File: src/rtl/cla_macros.svh
`ifndef CLA_MACROS_SVH
`define CLA_MACROS_SVH

// Datapath and bus widths
`define CLA_DATA_W   32
`define CLA_GROUP_W  4
`define CLA_ADDR_W   8

// Register map
`define CLA_REG_OP_A    8'h00
`define CLA_REG_OP_B    8'h04
`define CLA_REG_CMD     8'h08
`define CLA_REG_RESULT  8'h0C
`define CLA_REG_FLAGS   8'h10

// Bit positions inside CMD and FLAGS
`define CLA_CMD_SUB_BIT    0
`define CLA_CMD_CIN_BIT    1
`define CLA_FLAG_COUT_BIT  0
`define CLA_FLAG_OVF_BIT   1
`define CLA_FLAG_DONE_BIT  2

`endif

File: src/rtl/cla_pkg.sv
`include "cla_macros.svh"

package cla_pkg;

    // Operand or sum word
    typedef logic [`CLA_DATA_W-1:0] data_t;

    // One lookahead group slice
    typedef logic [`CLA_GROUP_W-1:0] group_t;

    typedef logic [`CLA_ADDR_W-1:0] apb_addr_t;

    // Operands already conditioned for add or subtract
    typedef struct packed {
        data_t a;
        data_t b;
        logic  cin;
    } add_req_t;

    typedef struct packed {
        data_t sum;
        logic  cout;
        logic  overflow;
    } add_rsp_t;

endpackage

File: src/rtl/cla4.sv
`timescale 1ns/1ps

module cla4 (
    input  cla_pkg::group_t a,
    input  cla_pkg::group_t b,
    input  logic            cin,
    output cla_pkg::group_t sum,
    output logic            gg,
    output logic            pg
);
    import cla_pkg::*;

    group_t g;
    group_t p;
    group_t c;

    // Per-bit generate and propagate
    assign g = a & b;
    assign p = a ^ b;

    // Each carry straight from cin, no ripple
    assign c[0] = cin;
    assign c[1] = g[0]
                | (p[0] & cin);
    assign c[2] = g[1]
                | (p[1] & g[0])
                | (p[1] & p[0] & cin);
    assign c[3] = g[2]
                | (p[2] & g[1])
                | (p[2] & p[1] & g[0])
                | (p[2] & p[1] & p[0] & cin);

    assign sum = p ^ c;

    // Group signals for the next level up
    assign gg = g[3]
              | (p[3] & g[2])
              | (p[3] & p[2] & g[1])
              | (p[3] & p[2] & p[1] & g[0]);
    assign pg = &p;

endmodule

File: src/rtl/cla16.sv
`timescale 1ns/1ps
`include "cla_macros.svh"

module cla16 (
    input  logic [15:0] a,
    input  logic [15:0] b,
    input  logic        cin,
    output logic [15:0] sum,
    output logic        gg,
    output logic        pg
);

    logic [3:0] grp_g;
    logic [3:0] grp_p;
    logic [3:0] grp_c;

    // Second-level lookahead across the four groups
    assign grp_c[0] = cin;
    assign grp_c[1] = grp_g[0]
                    | (grp_p[0] & cin);
    assign grp_c[2] = grp_g[1]
                    | (grp_p[1] & grp_g[0])
                    | (grp_p[1] & grp_p[0] & cin);
    assign grp_c[3] = grp_g[2]
                    | (grp_p[2] & grp_g[1])
                    | (grp_p[2] & grp_p[1] & grp_g[0])
                    | (grp_p[2] & grp_p[1] & grp_p[0] & cin);

    for (genvar i = 0; i < 4; i++) begin : g_grp
        cla4 u_cla4 (
            .a   (a[i*`CLA_GROUP_W +: `CLA_GROUP_W]),
            .b   (b[i*`CLA_GROUP_W +: `CLA_GROUP_W]),
            .cin (grp_c[i]),
            .sum (sum[i*`CLA_GROUP_W +: `CLA_GROUP_W]),
            .gg  (grp_g[i]),
            .pg  (grp_p[i])
        );
    end

    // 16-bit block generate and propagate
    assign gg = grp_g[3]
              | (grp_p[3] & grp_g[2])
              | (grp_p[3] & grp_p[2] & grp_g[1])
              | (grp_p[3] & grp_p[2] & grp_p[1] & grp_g[0]);
    assign pg = &grp_p;

endmodule

File: src/rtl/cla32.sv
`timescale 1ns/1ps
`include "cla_macros.svh"

module cla32 (
    input  cla_pkg::add_req_t req,
    output cla_pkg::add_rsp_t rsp
);
    import cla_pkg::*;

    localparam int HALF_W = `CLA_DATA_W / 2;

    data_t sum;
    logic  lo_gg;
    logic  lo_pg;
    logic  hi_gg;
    logic  hi_pg;
    logic  c_half;

    cla16 u_cla16_lo (
        .a   (req.a[HALF_W-1:0]),
        .b   (req.b[HALF_W-1:0]),
        .cin (req.cin),
        .sum (sum[HALF_W-1:0]),
        .gg  (lo_gg),
        .pg  (lo_pg)
    );

    // Carry into the upper half
    assign c_half = lo_gg | (lo_pg & req.cin);

    cla16 u_cla16_hi (
        .a   (req.a[`CLA_DATA_W-1:HALF_W]),
        .b   (req.b[`CLA_DATA_W-1:HALF_W]),
        .cin (c_half),
        .sum (sum[`CLA_DATA_W-1:HALF_W]),
        .gg  (hi_gg),
        .pg  (hi_pg)
    );

    assign rsp.sum  = sum;
    assign rsp.cout = hi_gg | (hi_pg & lo_gg) | (hi_pg & lo_pg & req.cin);

    // Same-sign operands with a result of the other sign
    assign rsp.overflow = (req.a[`CLA_DATA_W-1] == req.b[`CLA_DATA_W-1])
                        & (sum[`CLA_DATA_W-1] != req.a[`CLA_DATA_W-1]);

endmodule

File: src/rtl/adder_apb_regs.sv
`timescale 1ns/1ps
`include "cla_macros.svh"

module adder_apb_regs (
    input  logic               clk,
    input  logic               rst_n,
    input  logic               psel,
    input  logic               penable,
    input  logic               pwrite,
    input  cla_pkg::apb_addr_t paddr,
    input  cla_pkg::data_t     pwdata,
    output cla_pkg::data_t     prdata,
    output logic               pready,
    output logic               pslverr,
    output cla_pkg::add_req_t  req,
    input  cla_pkg::add_rsp_t  rsp
);
    import cla_pkg::*;

    typedef enum logic {
        ST_IDLE,
        ST_CAPTURE
    } cap_state_t;

    cap_state_t state_q;
    cap_state_t state_d;

    data_t    op_a_q;
    data_t    op_b_q;
    logic     sub_q;
    logic     cin_q;
    add_rsp_t rsp_q;
    logic     done_q;

    logic access;
    logic mapped;
    logic ro_reg;
    logic wr_ok;
    logic wr_op_a;
    logic wr_op_b;
    logic wr_cmd;

    // Address decode
    always_comb begin
        mapped = 1'b1;
        ro_reg = 1'b0;
        case (paddr)
            `CLA_REG_OP_A,
            `CLA_REG_OP_B,
            `CLA_REG_CMD:    ro_reg = 1'b0;
            `CLA_REG_RESULT,
            `CLA_REG_FLAGS:  ro_reg = 1'b1;
            default:         mapped = 1'b0;
        endcase
    end

    assign access  = psel & penable;
    assign pready  = 1'b1;
    assign pslverr = access & (!mapped | (pwrite & ro_reg));

    // Only legal writes complete with an effect
    assign wr_ok   = access & pwrite & mapped & !ro_reg;
    assign wr_op_a = wr_ok & (paddr == `CLA_REG_OP_A);
    assign wr_op_b = wr_ok & (paddr == `CLA_REG_OP_B);
    assign wr_cmd  = wr_ok & (paddr == `CLA_REG_CMD);

    // Read mux, CMD and unmapped offsets return zero
    always_comb begin
        prdata = '0;
        case (paddr)
            `CLA_REG_OP_A:   prdata = op_a_q;
            `CLA_REG_OP_B:   prdata = op_b_q;
            `CLA_REG_RESULT: prdata = rsp_q.sum;
            `CLA_REG_FLAGS: begin
                prdata[`CLA_FLAG_COUT_BIT] = rsp_q.cout;
                prdata[`CLA_FLAG_OVF_BIT]  = rsp_q.overflow;
                prdata[`CLA_FLAG_DONE_BIT] = done_q;
            end
            default:         prdata = '0;
        endcase
    end

    always_ff @(posedge clk or negedge rst_n) begin
        if (!rst_n) begin
            op_a_q <= '0;
            op_b_q <= '0;
            sub_q  <= 1'b0;
            cin_q  <= 1'b0;
        end else begin
            if (wr_op_a) begin
                op_a_q <= pwdata;
            end
            if (wr_op_b) begin
                op_b_q <= pwdata;
            end
            if (wr_cmd) begin
                sub_q <= pwdata[`CLA_CMD_SUB_BIT];
                cin_q <= pwdata[`CLA_CMD_CIN_BIT];
            end
        end
    end

    // Subtract is a + ~b + 1, cin bit ignored
    assign req.a   = op_a_q;
    assign req.b   = sub_q ? ~op_b_q : op_b_q;
    assign req.cin = sub_q | cin_q;

    // Capture sequence
    always_comb begin
        state_d = state_q;
        case (state_q)
            ST_IDLE: begin
                if (wr_cmd) begin
                    state_d = ST_CAPTURE;
                end
            end
            ST_CAPTURE: state_d = ST_IDLE;
            default:    state_d = ST_IDLE;
        endcase
    end

    always_ff @(posedge clk or negedge rst_n) begin
        if (!rst_n) begin
            state_q <= ST_IDLE;
            rsp_q   <= '0;
            done_q  <= 1'b0;
        end else begin
            state_q <= state_d;
            if (wr_op_a | wr_op_b | wr_cmd) begin
                done_q <= 1'b0;
            end
            // Adder output settled one cycle after the command
            if (state_q == ST_CAPTURE) begin
                rsp_q  <= rsp;
                done_q <= 1'b1;
            end
        end
    end

endmodule

File: src/rtl/adder_apb_top.sv
`timescale 1ns/1ps

module adder_apb_top (
    input  logic               clk,
    input  logic               rst_n,
    input  logic               psel,
    input  logic               penable,
    input  logic               pwrite,
    input  cla_pkg::apb_addr_t paddr,
    input  cla_pkg::data_t     pwdata,
    output cla_pkg::data_t     prdata,
    output logic               pready,
    output logic               pslverr
);
    import cla_pkg::*;

    add_req_t add_req;
    add_rsp_t add_rsp;

    adder_apb_regs u_adder_apb_regs (
        .clk     (clk),
        .rst_n   (rst_n),
        .psel    (psel),
        .penable (penable),
        .pwrite  (pwrite),
        .paddr   (paddr),
        .pwdata  (pwdata),
        .prdata  (prdata),
        .pready  (pready),
        .pslverr (pslverr),
        .req     (add_req),
        .rsp     (add_rsp)
    );

    // Purely combinational adder
    cla32 u_cla32 (
        .req (add_req),
        .rsp (add_rsp)
    );

endmodule

File: config.mk
export PLATFORM = sky130hd
export DESIGN_NAME = adder_apb_top
export DESIGN_NICKNAME = d
export VERILOG_FILES = /design/src/rtl/cla_pkg.sv /design/src/rtl/cla4.sv /design/src/rtl/cla16.sv /design/src/rtl/cla32.sv /design/src/rtl/adder_apb_regs.sv /design/src/rtl/adder_apb_top.sv
export VERILOG_INCLUDE_DIRS = /design/src /design/src/rtl
export SDC_FILE = /design/constraint.sdc
export NUM_CORES = 1
export LEC_CHECK = 0
export ABC_CLOCK_PERIOD_IN_PS = 9000
export BUFFER_PORTS_ARGS = -buffer_cell sky130_fd_sc_hd__clkbuf_2
export CAP_MARGIN = 30
export CORE_MARGIN = 8
export CORE_UTILIZATION = 61
export CTS_CLUSTER_SIZE = 10
export DETAILED_ROUTE_END_ITERATION = 16
export GPL_ROUTABILITY_DRIVEN = 0
export PLACE_DENSITY = 0.93
export SETUP_SLACK_MARGIN = 0.15
export SLEW_MARGIN = 20
export SYNTH_ARGS = -nofsm -noshare
export SYNTH_HDL_FRONTEND = slang
export SYNTH_SLANG_ARGS = --single-unit
File: constraint.sdc
create_clock -name clk -period 9 [get_ports clk]
set_clock_uncertainty 0.1 [all_clocks]
set_input_delay 0.45 -clock clk [delete_from_list [all_inputs] [get_ports clk]]
set_output_delay 0.45 -clock clk [all_outputs]
set_load 0.01 [all_outputs]
==> impl_metrics.toml, run 1 <==
[worst_hold_path]
worstHoldStart = "pwdata[20]"
whs_endpoint = "u_adder_apb_regs.op_a_q[20]$_DFFE_PN0P_"
whs_path_depth = 3
hp-class = "input port to flop"

[floorplan]
die_x_um = 117
num_io_pins = 79
start_util = 0.616
die_height_um = 117
dieArea_um2 = 13700
core_um2 = 10100
rows = 37

[setup_path]
path_cells = "buf_4, xor2_1, ha_1, and3_1, o21ai_0, a211oi_1, nor2_1, o21ai_0, a21o_1, a21oi_1, fa_1, xnor2_1, mux2_2"
critPathLaunchType = "flop"
r2r-start = "u_adder_apb_regs.sub_q$_DFFE_PN0P_"
critPathMaxStageDelay_ns = 0.95
rr_endpoint = "u_adder_apb_regs.rsp_q[15]$_DFFE_PN0P_"
cpMaxStageDelayCell = "dfrtp_1"
required_ns = 9.16
rrSetupSlack_ns = 4.60
critPathMostFrequentCell = "o21ai_0"
worstPathMaxFanout = 19
worst-setup-path-type = "flop to flop"
r2r_cells = 13
crit_path_end_kind = "flop"
worst-endpoint-arrival_ns = 4.56

[placed_design]
dp_cells = 790
port_buffers = 77
hpwl_mm = 11.4
place_ws_ns = 4.66

[sta]
post-route-period-util = 0.489
rsz0062_at_grt = "no"
setup_viol = 0
worst_pin_slew_ns = 0.913
layout_min_cycle_time_ns = 4.40
final.setup.worst_slack_ns = 4.60
fmax_mhz = 227
fin_setup_tns_ns = 0
hold_viol_final = 0
slew_viol_final = 0
relSlewSlack = 0.391

[clocking]
cts_tree = "built"
clkSinkCount = 102
cts_root_buf = "clkbuf_8"
clkLatencyLatePin_ns = 0.38
clock_path_buffers = 2
numCtsBuffers = 9
cts.clk_slew.worst_paths_ns = 0.10
htree_levels = 3
ctsResizeCount = 0

[routing]
finalWirelength_mm = 15.9
drtAntennaViolNets = 0
drc = 0
routed_via_density = 6.16
vias = 4968
first_pass_iters = 5
drt-initial-drc-count = 339
avgRoutedWirePerCell_um = 19.8

[grt]
grt.total_usage = 0.241
grt_overflow = 0
grt_max_degree = 71
antenna_found_initial = 0
grt_pass1_wl_mm = 25.8
first_global_vias = 5303

[logic_synthesis]
synthCells = 597
synth-main-ff-cell = "dfrtp_1"
synth_cell_types = 59
synth_seq_cells = 102
ys_async_sr_fraction = 1.00
synth_edf_count = 0
synth_largest_area_cell = "dfrtp_1"
synth_nets = 682
synth_top_area_frac = 0.409
yosysWarnings = 0
yosysSeqAreaShare = 0.409
postSynthAreaPerCell_um2 = 10.5
synth_area_um2 = 6250
synthTopCellsByArea = "dfrtp_1 (41%), mux2_2 (12%), ha_1 (6.4%), mux2i_1 (5.6%), xor2_1 (4.8%)"

[run_status]
outcome = "finished clean"

[flow_run]
drv_cap = 0

[power]
power.density_nw_per_um2 = 122
leakage_nw = 3.74
total_power_uw = 850
worst_ir_drop_vdd_uv = 70.0

[cells_and_area]
syn_to_final_growth_pct = 12.0
layout-drive-gt1-share = 0.276
antenna_cells = 0
nNetsFinal = 752
final_cell_count_no_fill = 807
## logic make-up (layout without fill, tap and decap cells)
kind of cell	Yosys count	in the layout	share of synthesized area
compound gates	127	127	0.134
simple gates	126	126	0.0901
mux	104	104	0.180
flops	102	102	0.409
buf+inv	54	128	0.0359
xor+xnor	43	43	0.0603
fa+ha+maj	40	40	0.0897
other cells	1	1	0.000600
## registers in the layout, summed over array words and instances, names as in the netlist
name / flops
u_adder_apb_regs.done_q: 1
u_adder_apb_regs.state_q: 1
u_adder_apb_regs.op_b_q: 32
u_adder_apb_regs.cin_q: 1
u_adder_apb_regs.rsp_q: 34
u_adder_apb_regs.op_a_q: 32
u_adder_apb_regs.sub_q: 1
## routing by layer
| metal | vias to the layer above | routed length [um] | GRT usage | part of all wire |
|---|---|---|---|---|
| met1 | 2469 | 6430 | 0.288 | 0.40 |
| met2 | 209 | 8060 | 0.421 | 0.51 |
| met5 | - | 0 | 0 | 0 |
| li1 | 2248 | - | - | - |
| met4 | 0 | 397 | 0.0947 | 0.025 |
| met3 | 42 | 1060 | 0.0446 | 0.066 |
## worst max path at each step
stage	start	end	slack, ns
2_1_floorplan	u_adder_apb_regs.sub_q$_DFFE_PN0P_	u_adder_apb_regs.rsp_q[31]$_DFFE_PN0P_	5.29
3_3_place_gp	u_adder_apb_regs.sub_q$_DFFE_PN0P_	u_adder_apb_regs.rsp_q[27]$_DFFE_PN0P_	4.88
3_5_place_dp	u_adder_apb_regs.sub_q$_DFFE_PN0P_	u_adder_apb_regs.rsp_q[15]$_DFFE_PN0P_	4.66
4_1_cts	u_adder_apb_regs.sub_q$_DFFE_PN0P_	u_adder_apb_regs.rsp_q[15]$_DFFE_PN0P_	4.65
5_1_grt	u_adder_apb_regs.sub_q$_DFFE_PN0P_	u_adder_apb_regs.rsp_q[15]$_DFFE_PN0P_	4.34
6_report	u_adder_apb_regs.sub_q$_DFFE_PN0P_	u_adder_apb_regs.rsp_q[15]$_DFFE_PN0P_	4.60
## layout by cell type (no fill, tap or decap), drive strengths merged, types with 3 or more instances in the layout
| master | count |
|---|---|
| o21ai | 59 |
| dfrtp | 102 |
| and3 | 5 |
| xnor2 | 9 |
| buf | 12 |
| nor4 | 3 |
| nand3 | 4 |
| fa | 8 |
| ha | 32 |
| nor2 | 16 |
| clkinv | 3 |
| or3 | 4 |
| nor3 | 5 |
| inv | 24 |
| a21oi | 16 |
| xor2 | 34 |
| mux2 | 69 |
| o31ai | 8 |
| mux2i | 35 |
| clkbuf | 86 |
| o31a | 4 |
| nand2 | 76 |
| o21a | 5 |
| a21o | 6 |
| o22ai | 3 |
| a211oi | 3 |
## cell type report
type	instances	area, um2
tap	136	170
timing repair buffer	89	500
clock inverter	5	75.1
sequential	102	2550
clock buffer	10	128
multi-input combinational	441	3480
fill	731	3150
inverter	24	90.1
## timing repair
action                                  4_1_cts  5_1_grt
hold buffers                                  1        0
endpoints found under the hold margin        32        0
endpoints found under the setup margin        0        0
buffers inserted                              0        0
## critical path, delay by kind of cell (launching register included)
kind	cells	cell delay [ns]
AO/OA/AOI/OAI	5	1.21
XOR/XNOR	2	0.26
adder cells (fa/ha/maj)	2	0.75
buffers and inverters	1	0.45
flip-flops	1	0.95
multiplexers	1	0.27
AND/OR/NAND/NOR	2	0.30
## metrics by stage
stage	util	hold slack [ns]	cell area, um2
6_report	0.690	0.186	6990
5_1_grt	0.690	0.208	6990
4_1_cts	0.688	0.179	6970
3_5_place_dp	0.667	0.311	6760
3_3_place_gp	0.665	0.301	6750
2_1_floorplan	-	0.0544	6250
## cells in the mapped netlist, drive strengths merged, types with 10 or more instances
cell type  number
mux2           69
mux2i          35
buf            10
inv            24
nor2           16
xor2           34
dfrtp         102
clkbuf         18
o21ai          59
a21oi          16
ha             32
nand2          76
## report_power, final
group	leakage (nW)	total, mW	switching, mW	internal [mW]
sequential	1.38	0.471	0.00656	0.464
clock	0.106	0.309	0.155	0.154
combinational	2.26	0.0707	0.0410	0.0297
Power figures use the tool's default switching activity.
==> run 2, diff against run 1 <==
ABC_CLOCK_PERIOD_IN_PS = 3550   (was 9000)
CORE_UTILIZATION = 53   (was 61)
PLACE_DENSITY = 0.87   (was 0.93)
clock period = 3.55 ns   (was 9 ns; I/O delays follow)
==> run 2 against run 1 <==
Final area grew 8.2%. Global-route usage decreased by 3.5 points. Register-to-register slack worse by 4.5 ns. First-iteration DRC count down 24%. Combinational power grew to 3.0 times the previous value. Total power grew to 2.7 times the previous value. Clock-buffer cell count increased by 2. Final cell count up 6.2%. Critical path type unchanged. Largest power group unchanged.
==> impl_metrics.toml, run 2 (synthesis results as in run 1) <==
[power]
power.clock.fraction = 0.392
worst_ir_drop_vdd_uv = 246
leakage_nw = 3.95
power.density_nw_per_um2 = 305
p_int_mw = 1.77
pwr-share-comb = 0.092
netSwitchingPower_uw = 545
p_sw_frac = 0.236
p_seq_frac = 0.517

[setup_path]
required_ns = 3.69
critPathLaunchType = "flop"
worst-endpoint-arrival_ns = 3.60
crit_path_end_kind = "flop"
r2r_cells = 11
r2r-start = "u_adder_apb_regs.sub_q$_DFFE_PN0P_"
rrSetupSlack_ns = 0.09
worst-setup-path-type = "flop to flop"
rr_endpoint = "u_adder_apb_regs.rsp_q[31]$_DFFE_PN0P_"
worstPathMaxFanout = 8

[sta]
hold_viol_final = 0
post-route-period-util = 0.975
worst_pin_slew_ns = 0.643
setup_viol = 0
layout_min_cycle_time_ns = 3.46
fmax_mhz = 289
relSlewSlack = 0.571
rsz0062_at_grt = "yes"
slew_viol_final = 0

[placed_design]
port_buffers = 77
placed_area_um2 = 6840
hpwl_mm = 11.0

[clocking]
clkLatencyLatePin_ns = 0.35
cts_tree = "built"
clock_path_buffers = 2
numCtsBuffers = 9
htree_levels = 3
cts.clk_slew.worst_paths_ns = 0.07
clkSinkCount = 102
cts_root_buf = "clkbuf_16"

[routing]
dr.max_layer_used = "met4"
drc = 0
routed_via_density = 5.88
dr_wl_met3_um = 973
wl_met2_mm = 8.01
vias = 5037
first_pass_iters = 5
avgRoutedWirePerCell_um = 18.8
drtAntennaViolNets = 0
wl_met1_mm = 6.84
finalWirelength_mm = 16.1
drt-initial-drc-count = 258

[flow_run]
drv_cap = 0

[cells_and_area]
nNetsFinal = 796
final_common_cell = "dfrtp_1"
fin_util = 0.660
largest_register_ffs = 34
regMostFlops = "u_adder_apb_regs.rsp_q"
syn_to_final_growth_pct = 21.2
layout-drive-gt1-share = 0.301
layout_common_cells = "dfrtp_1 (101), clkbuf_2 (76), nand2_1 (74)"
largest_registers = "u_adder_apb_regs.rsp_q x34, u_adder_apb_regs.op_a_q x32, u_adder_apb_regs.op_b_q x32"
nFillCells = 825
postLayoutCellArea_um2 = 7570
antenna_cells = 0

[grt]
grt.total_usage = 0.206
grt_pass1_wl_mm = 26.4
antenna_found_initial = 0
grt_max_degree = 44
first_global_vias = 5310
grt_overflow = 0

[worst_hold_path]
hp-class = "input port to flop"
worstHoldStart = "pwdata[16]"
whs_path_depth = 2
whs_endpoint = "u_adder_apb_regs.op_b_q[16]$_DFFE_PN0P_"

[floorplan]
core_um2 = 11500
die_height_um = 125
num_io_pins = 79
die_x_um = 125
start_util = 0.545
dieArea_um2 = 15500
rows = 39

[run_status]
outcome = "finished clean"
run 2: cell count changes in the layout (fill, tap and decap cells not counted), moves of 5 or more:
| cell | before | now |
|---|---|---|
| buf_4 | 10 | 23 |
| clkbuf_16 | 0 | 9 |
| clkbuf_8 | 9 | 1 |
| dlygate4sd3_1 | 1 | 32 |
| o21ai_0 | 58 | 53 |
run 2: cell type report:
| type | count | area, um2 | share of cell area |
|---|---|---|---|
| flip-flops and latches | 102 | 2550 | 0.337 |
| repair buffers | 133 | 913 | 0.121 |
| clock buffers | 12 | 246 | 0.0326 |
| inverters | 24 | 90.1 | 0.0119 |
| clock inverters | 2 | 10.0 | 0.00132 |
| well taps | 143 | 179 | 0.0236 |
| multi-input cells | 441 | 3580 | 0.472 |
run 2: power groups by stage:
stage / Combinational, mW / Clock, mW / Sequential (mW)
finish: 0.212 / 0.905 / 1.19
global route: 0.234 / 0.958 / 1.19
detailed placement: 0.175 / 0 / 1.21
CTS: 0.206 / 0.920 / 1.19
global placement: 0.165 / 0 / 1.21
floorplan: 0.0969 / 0 / 1.21
run 2: layer usage:
| metal | GRT usage | vias to the layer above |
|---|---|---|
| met4 | 0.0652 | 0 |
| met5 | 0 | - |
| met1 | 0.249 | 2491 |
| met3 | 0.0545 | 27 |
| met2 | 0.349 | 189 |
| li1 | - | 2330 |
run 2: repair_timing:
item                       4_1_cts  5_1_grt
hold buffers                    31        1
setup endpoints to repair        6       11
setup buffers                    4        4
resized for setup                6       19
pin swaps                        6       19
hold endpoints to repair        85        1
run 2: how the worst max path moves through the flow:
stage                                       start                                     end  slack [ns]  depth (start not counted)
5_1_grt        u_adder_apb_regs.sub_q$_DFFE_PN0P_  u_adder_apb_regs.rsp_q[31]$_DFFE_PN0P_       -0.01                         11
3_5_place_dp   u_adder_apb_regs.sub_q$_DFFE_PN0P_  u_adder_apb_regs.rsp_q[31]$_DFFE_PN0P_        0.01                         11
4_1_cts        u_adder_apb_regs.sub_q$_DFFE_PN0P_  u_adder_apb_regs.rsp_q[31]$_DFFE_PN0P_        0.08                         11
3_3_place_gp   u_adder_apb_regs.sub_q$_DFFE_PN0P_  u_adder_apb_regs.rsp_q[27]$_DFFE_PN0P_        0.11                         12
2_1_floorplan  u_adder_apb_regs.sub_q$_DFFE_PN0P_  u_adder_apb_regs.rsp_q[31]$_DFFE_PN0P_        0.15                         12
6_report       u_adder_apb_regs.sub_q$_DFFE_PN0P_  u_adder_apb_regs.rsp_q[31]$_DFFE_PN0P_        0.09                         11
run 2: stage by stage:
stage | setup TNS [ns] | power (mW) | worst slack [ns] | cells | hold WS, ns
2_1_floorplan | 0 | 1.31 | 0.152 | 597 | -0.218
3_3_place_gp | 0 | 1.38 | 0.108 | 803 | 0.0111
3_5_place_dp | 0 | 1.39 | 0.0103 | 803 | 0.0213
4_1_cts | 0 | 2.32 | 0.0837 | 852 | 0.00109
5_1_grt | -0.0130 | 2.39 | -0.0107 | 857 | 0.00352
6_report | 0 | 2.31 | 0.0877 | 857 | 0.0120
run 2: critical path, stage by stage (launching register included):
cell and delay [ns]:
dfrtp_2 0.45, buf_12 0.16, xor2_1 0.17, ha_1 0.32, nand4_2 0.15, or3_1 0.34, a2111o_1 0.45, a311oi_4 0.33
o21ai_2 0.13, fa_2 0.35, xnor2_1 0.13, mux2_2 0.26
==> run 3, diff against run 2 <==
ABC_CLOCK_PERIOD_IN_PS = 3800   (was 3550)
CORE_UTILIZATION = 59   (was 53)
PLACE_DENSITY = 0.91   (was 0.87)
clock period = 3.8 ns   (was 3.55 ns; I/O delays follow)
==> run 3 against run 2 <==
Via count up 1.9%. Final cell count down 0.35%. Register-to-register slack better by 0.07 ns. Critical path type unchanged.
==> impl_metrics.toml, run 3 (synthesis results as in run 1) <==
[run_status]
outcome = "finished clean"

[placed_design]
port_buffers = 77
hpwl_mm = 11.0

[worst_hold_path]
whs_path_depth = 3
worstHoldStart = "paddr[2]"
whs_endpoint = "u_adder_apb_regs.state_q$_DFF_PN0_"
hp-class = "input port to flop"

[clocking]
clkSinkCount = 102
clock_path_buffers = 2
numCtsBuffers = 9
clkLatencyLatePin_ns = 0.40
cts.clk_slew.worst_paths_ns = 0.11
cts_tree = "built"
cts_root_buf = "clkbuf_8"
htree_levels = 3

[floorplan]
die_x_um = 119
num_io_pins = 79
rows = 37
die_height_um = 119
core_um2 = 10300
dieArea_um2 = 14100
start_util = 0.605

[setup_path]
worst-setup-path-type = "flop to flop"
crit_path_end_kind = "flop"
critical_path_depth = 13
path_delay_family = "compound AO/OA/AOI/OAI gates"
critPathLaunchType = "flop"
critPathMaxStageDelay_ns = 0.46
worst-endpoint-arrival_ns = 3.83
r2r_cells = 13
required_ns = 3.98
path_buf_inv = 1
cpMaxStageDelayCell = "dfrtp_2"
r2r-start = "u_adder_apb_regs.sub_q$_DFFE_PN0P_"
rr_endpoint = "u_adder_apb_regs.rsp_q[15]$_DFFE_PN0P_"
rrSetupSlack_ns = 0.15
path_cells = "buf_6, xor2_1, ha_1, o21a_1, a41oi_1, a211oi_1, nor2_1, o21ai_1, a21o_1, a21oi_1, fa_1, xnor2_1, mux2_2"
worstPathMaxFanout = 15

[sta]
relSlewSlack = 0.557
setup_viol = 0
layout_min_cycle_time_ns = 3.65
hold_viol_final = 0
fmax_mhz = 274
post-route-period-util = 0.959
slew_viol_final = 0
worst_pin_slew_ns = 0.664
fin_setup_tns_ns = 0
rsz0062_at_grt = "yes"
worst_hold_slack_ns = 0.112

[power]
worst_ir_drop_vdd_uv = 275
leakage_nw = 3.94
power.density_nw_per_um2 = 281

[grt]
antenna_found_initial = 0
grt_max_degree = 46
grt_pass1_wl_mm = 27.2
grt_overflow = 0
first_global_vias = 5537
grt.total_usage = 0.235

[routing]
routed_via_density = 6.01
drc = 0
finalWirelength_mm = 16.7
first_pass_iters = 5
drt-initial-drc-count = 337
vias = 5135
drtAntennaViolNets = 0
avgRoutedWirePerCell_um = 19.6

[cells_and_area]
nNetsFinal = 798
largest_registers = "u_adder_apb_regs.rsp_q x34, u_adder_apb_regs.op_a_q x32, u_adder_apb_regs.op_b_q x32"
layout_common_cells = "dfrtp_1 (101), nand2_1 (76), clkbuf_2 (76)"
antenna_cells = 0
regMostFlops = "u_adder_apb_regs.rsp_q"
largest_register_ffs = 34
layout-drive-gt1-share = 0.286
final_common_cell = "dfrtp_1"
syn_to_final_growth_pct = 19.6

[flow_run]
drv_cap = 0
==> run 3: cell type report <==
class | instances | area [um2]
inverter | 24 | 90.1
clock buffer | 10 | 128
sequential | 102 | 2550
tap | 136 | 170
multi-input combinational | 441 | 3510
fill | 681 | 2860
clock inverter | 6 | 92.6
timing repair buffer | 135 | 921
==> run 3: repair_timing <==
| action | 4_1_cts | 5_1_grt |
|---|---|---|
| resized for setup | 1 | 12 |
| setup endpoints to repair | 2 | 10 |
| hold endpoints to repair | 109 | 0 |
| pin swaps | 2 | 10 |
| buffers inserted | 1 | 10 |
| hold buffers | 33 | 0 |
==> run 3: worst reg2reg max path: cells and delay by family, from the launching register on <==
kind | cells | cell delay (ns)
AOI/OAI and AO/OA | 6 | 1.39
adders and majority gates | 2 | 0.68
DFF | 1 | 0.46
xor gates and xnor gates | 2 | 0.33
muxes | 1 | 0.26
buffers and inverters | 1 | 0.19
and+or+nand+nor | 1 | 0.12
==> run 3: how the worst max path moves through the flow <==
stage | from | to | slack [ns]
finish | u_adder_apb_regs.sub_q$_DFFE_PN0P_ | u_adder_apb_regs.rsp_q[15]$_DFFE_PN0P_ | 0.15
global route | u_adder_apb_regs.sub_q$_DFFE_PN0P_ | u_adder_apb_regs.rsp_q[31]$_DFFE_PN0P_ | 0.07
CTS | u_adder_apb_regs.sub_q$_DFFE_PN0P_ | u_adder_apb_regs.rsp_q[27]$_DFFE_PN0P_ | 0.16
detailed placement | u_adder_apb_regs.sub_q$_DFFE_PN0P_ | u_adder_apb_regs.rsp_q[27]$_DFFE_PN0P_ | 0.13
global placement | u_adder_apb_regs.sub_q$_DFFE_PN0P_ | u_adder_apb_regs.rsp_q[27]$_DFFE_PN0P_ | 0.29
floorplan | u_adder_apb_regs.sub_q$_DFFE_PN0P_ | u_adder_apb_regs.rsp_q[31]$_DFFE_PN0P_ | 0.22
==> run 3: metal layers <==
metal,up-vias,share of wire,track usage
li1,2354,-,-
met4,0,0.026,0.0846
met3,39,0.056,0.0553
met5,-,0,0
met2,169,0.51,0.413
met1,2573,0.40,0.274
==> run 3: power by group <==
part	internal, mW	total, mW	switching [mW]	leakage, nW
Clock	0.377	0.782	0.405	0.109
Combinational	0.0951	0.201	0.106	2.46
Sequential	1.10	1.11	0.0136	1.38
Total	1.57	2.10	0.525	3.94
==> run 3: metrics by stage <==
step | power, mW | cell area [um2] | util | worst slack (ns) | instances
floorplan | 1.22 | 6250 | - | 0.221 | 597
global placement | 1.29 | 6780 | 0.657 | 0.291 | 794
detailed placement | 1.30 | 6780 | 0.657 | 0.134 | 794
CTS | 2.09 | 7350 | 0.712 | 0.163 | 844
global route | 2.16 | 7470 | 0.723 | 0.0661 | 854
finish | 2.10 | 7470 | 0.723 | 0.155 | 854
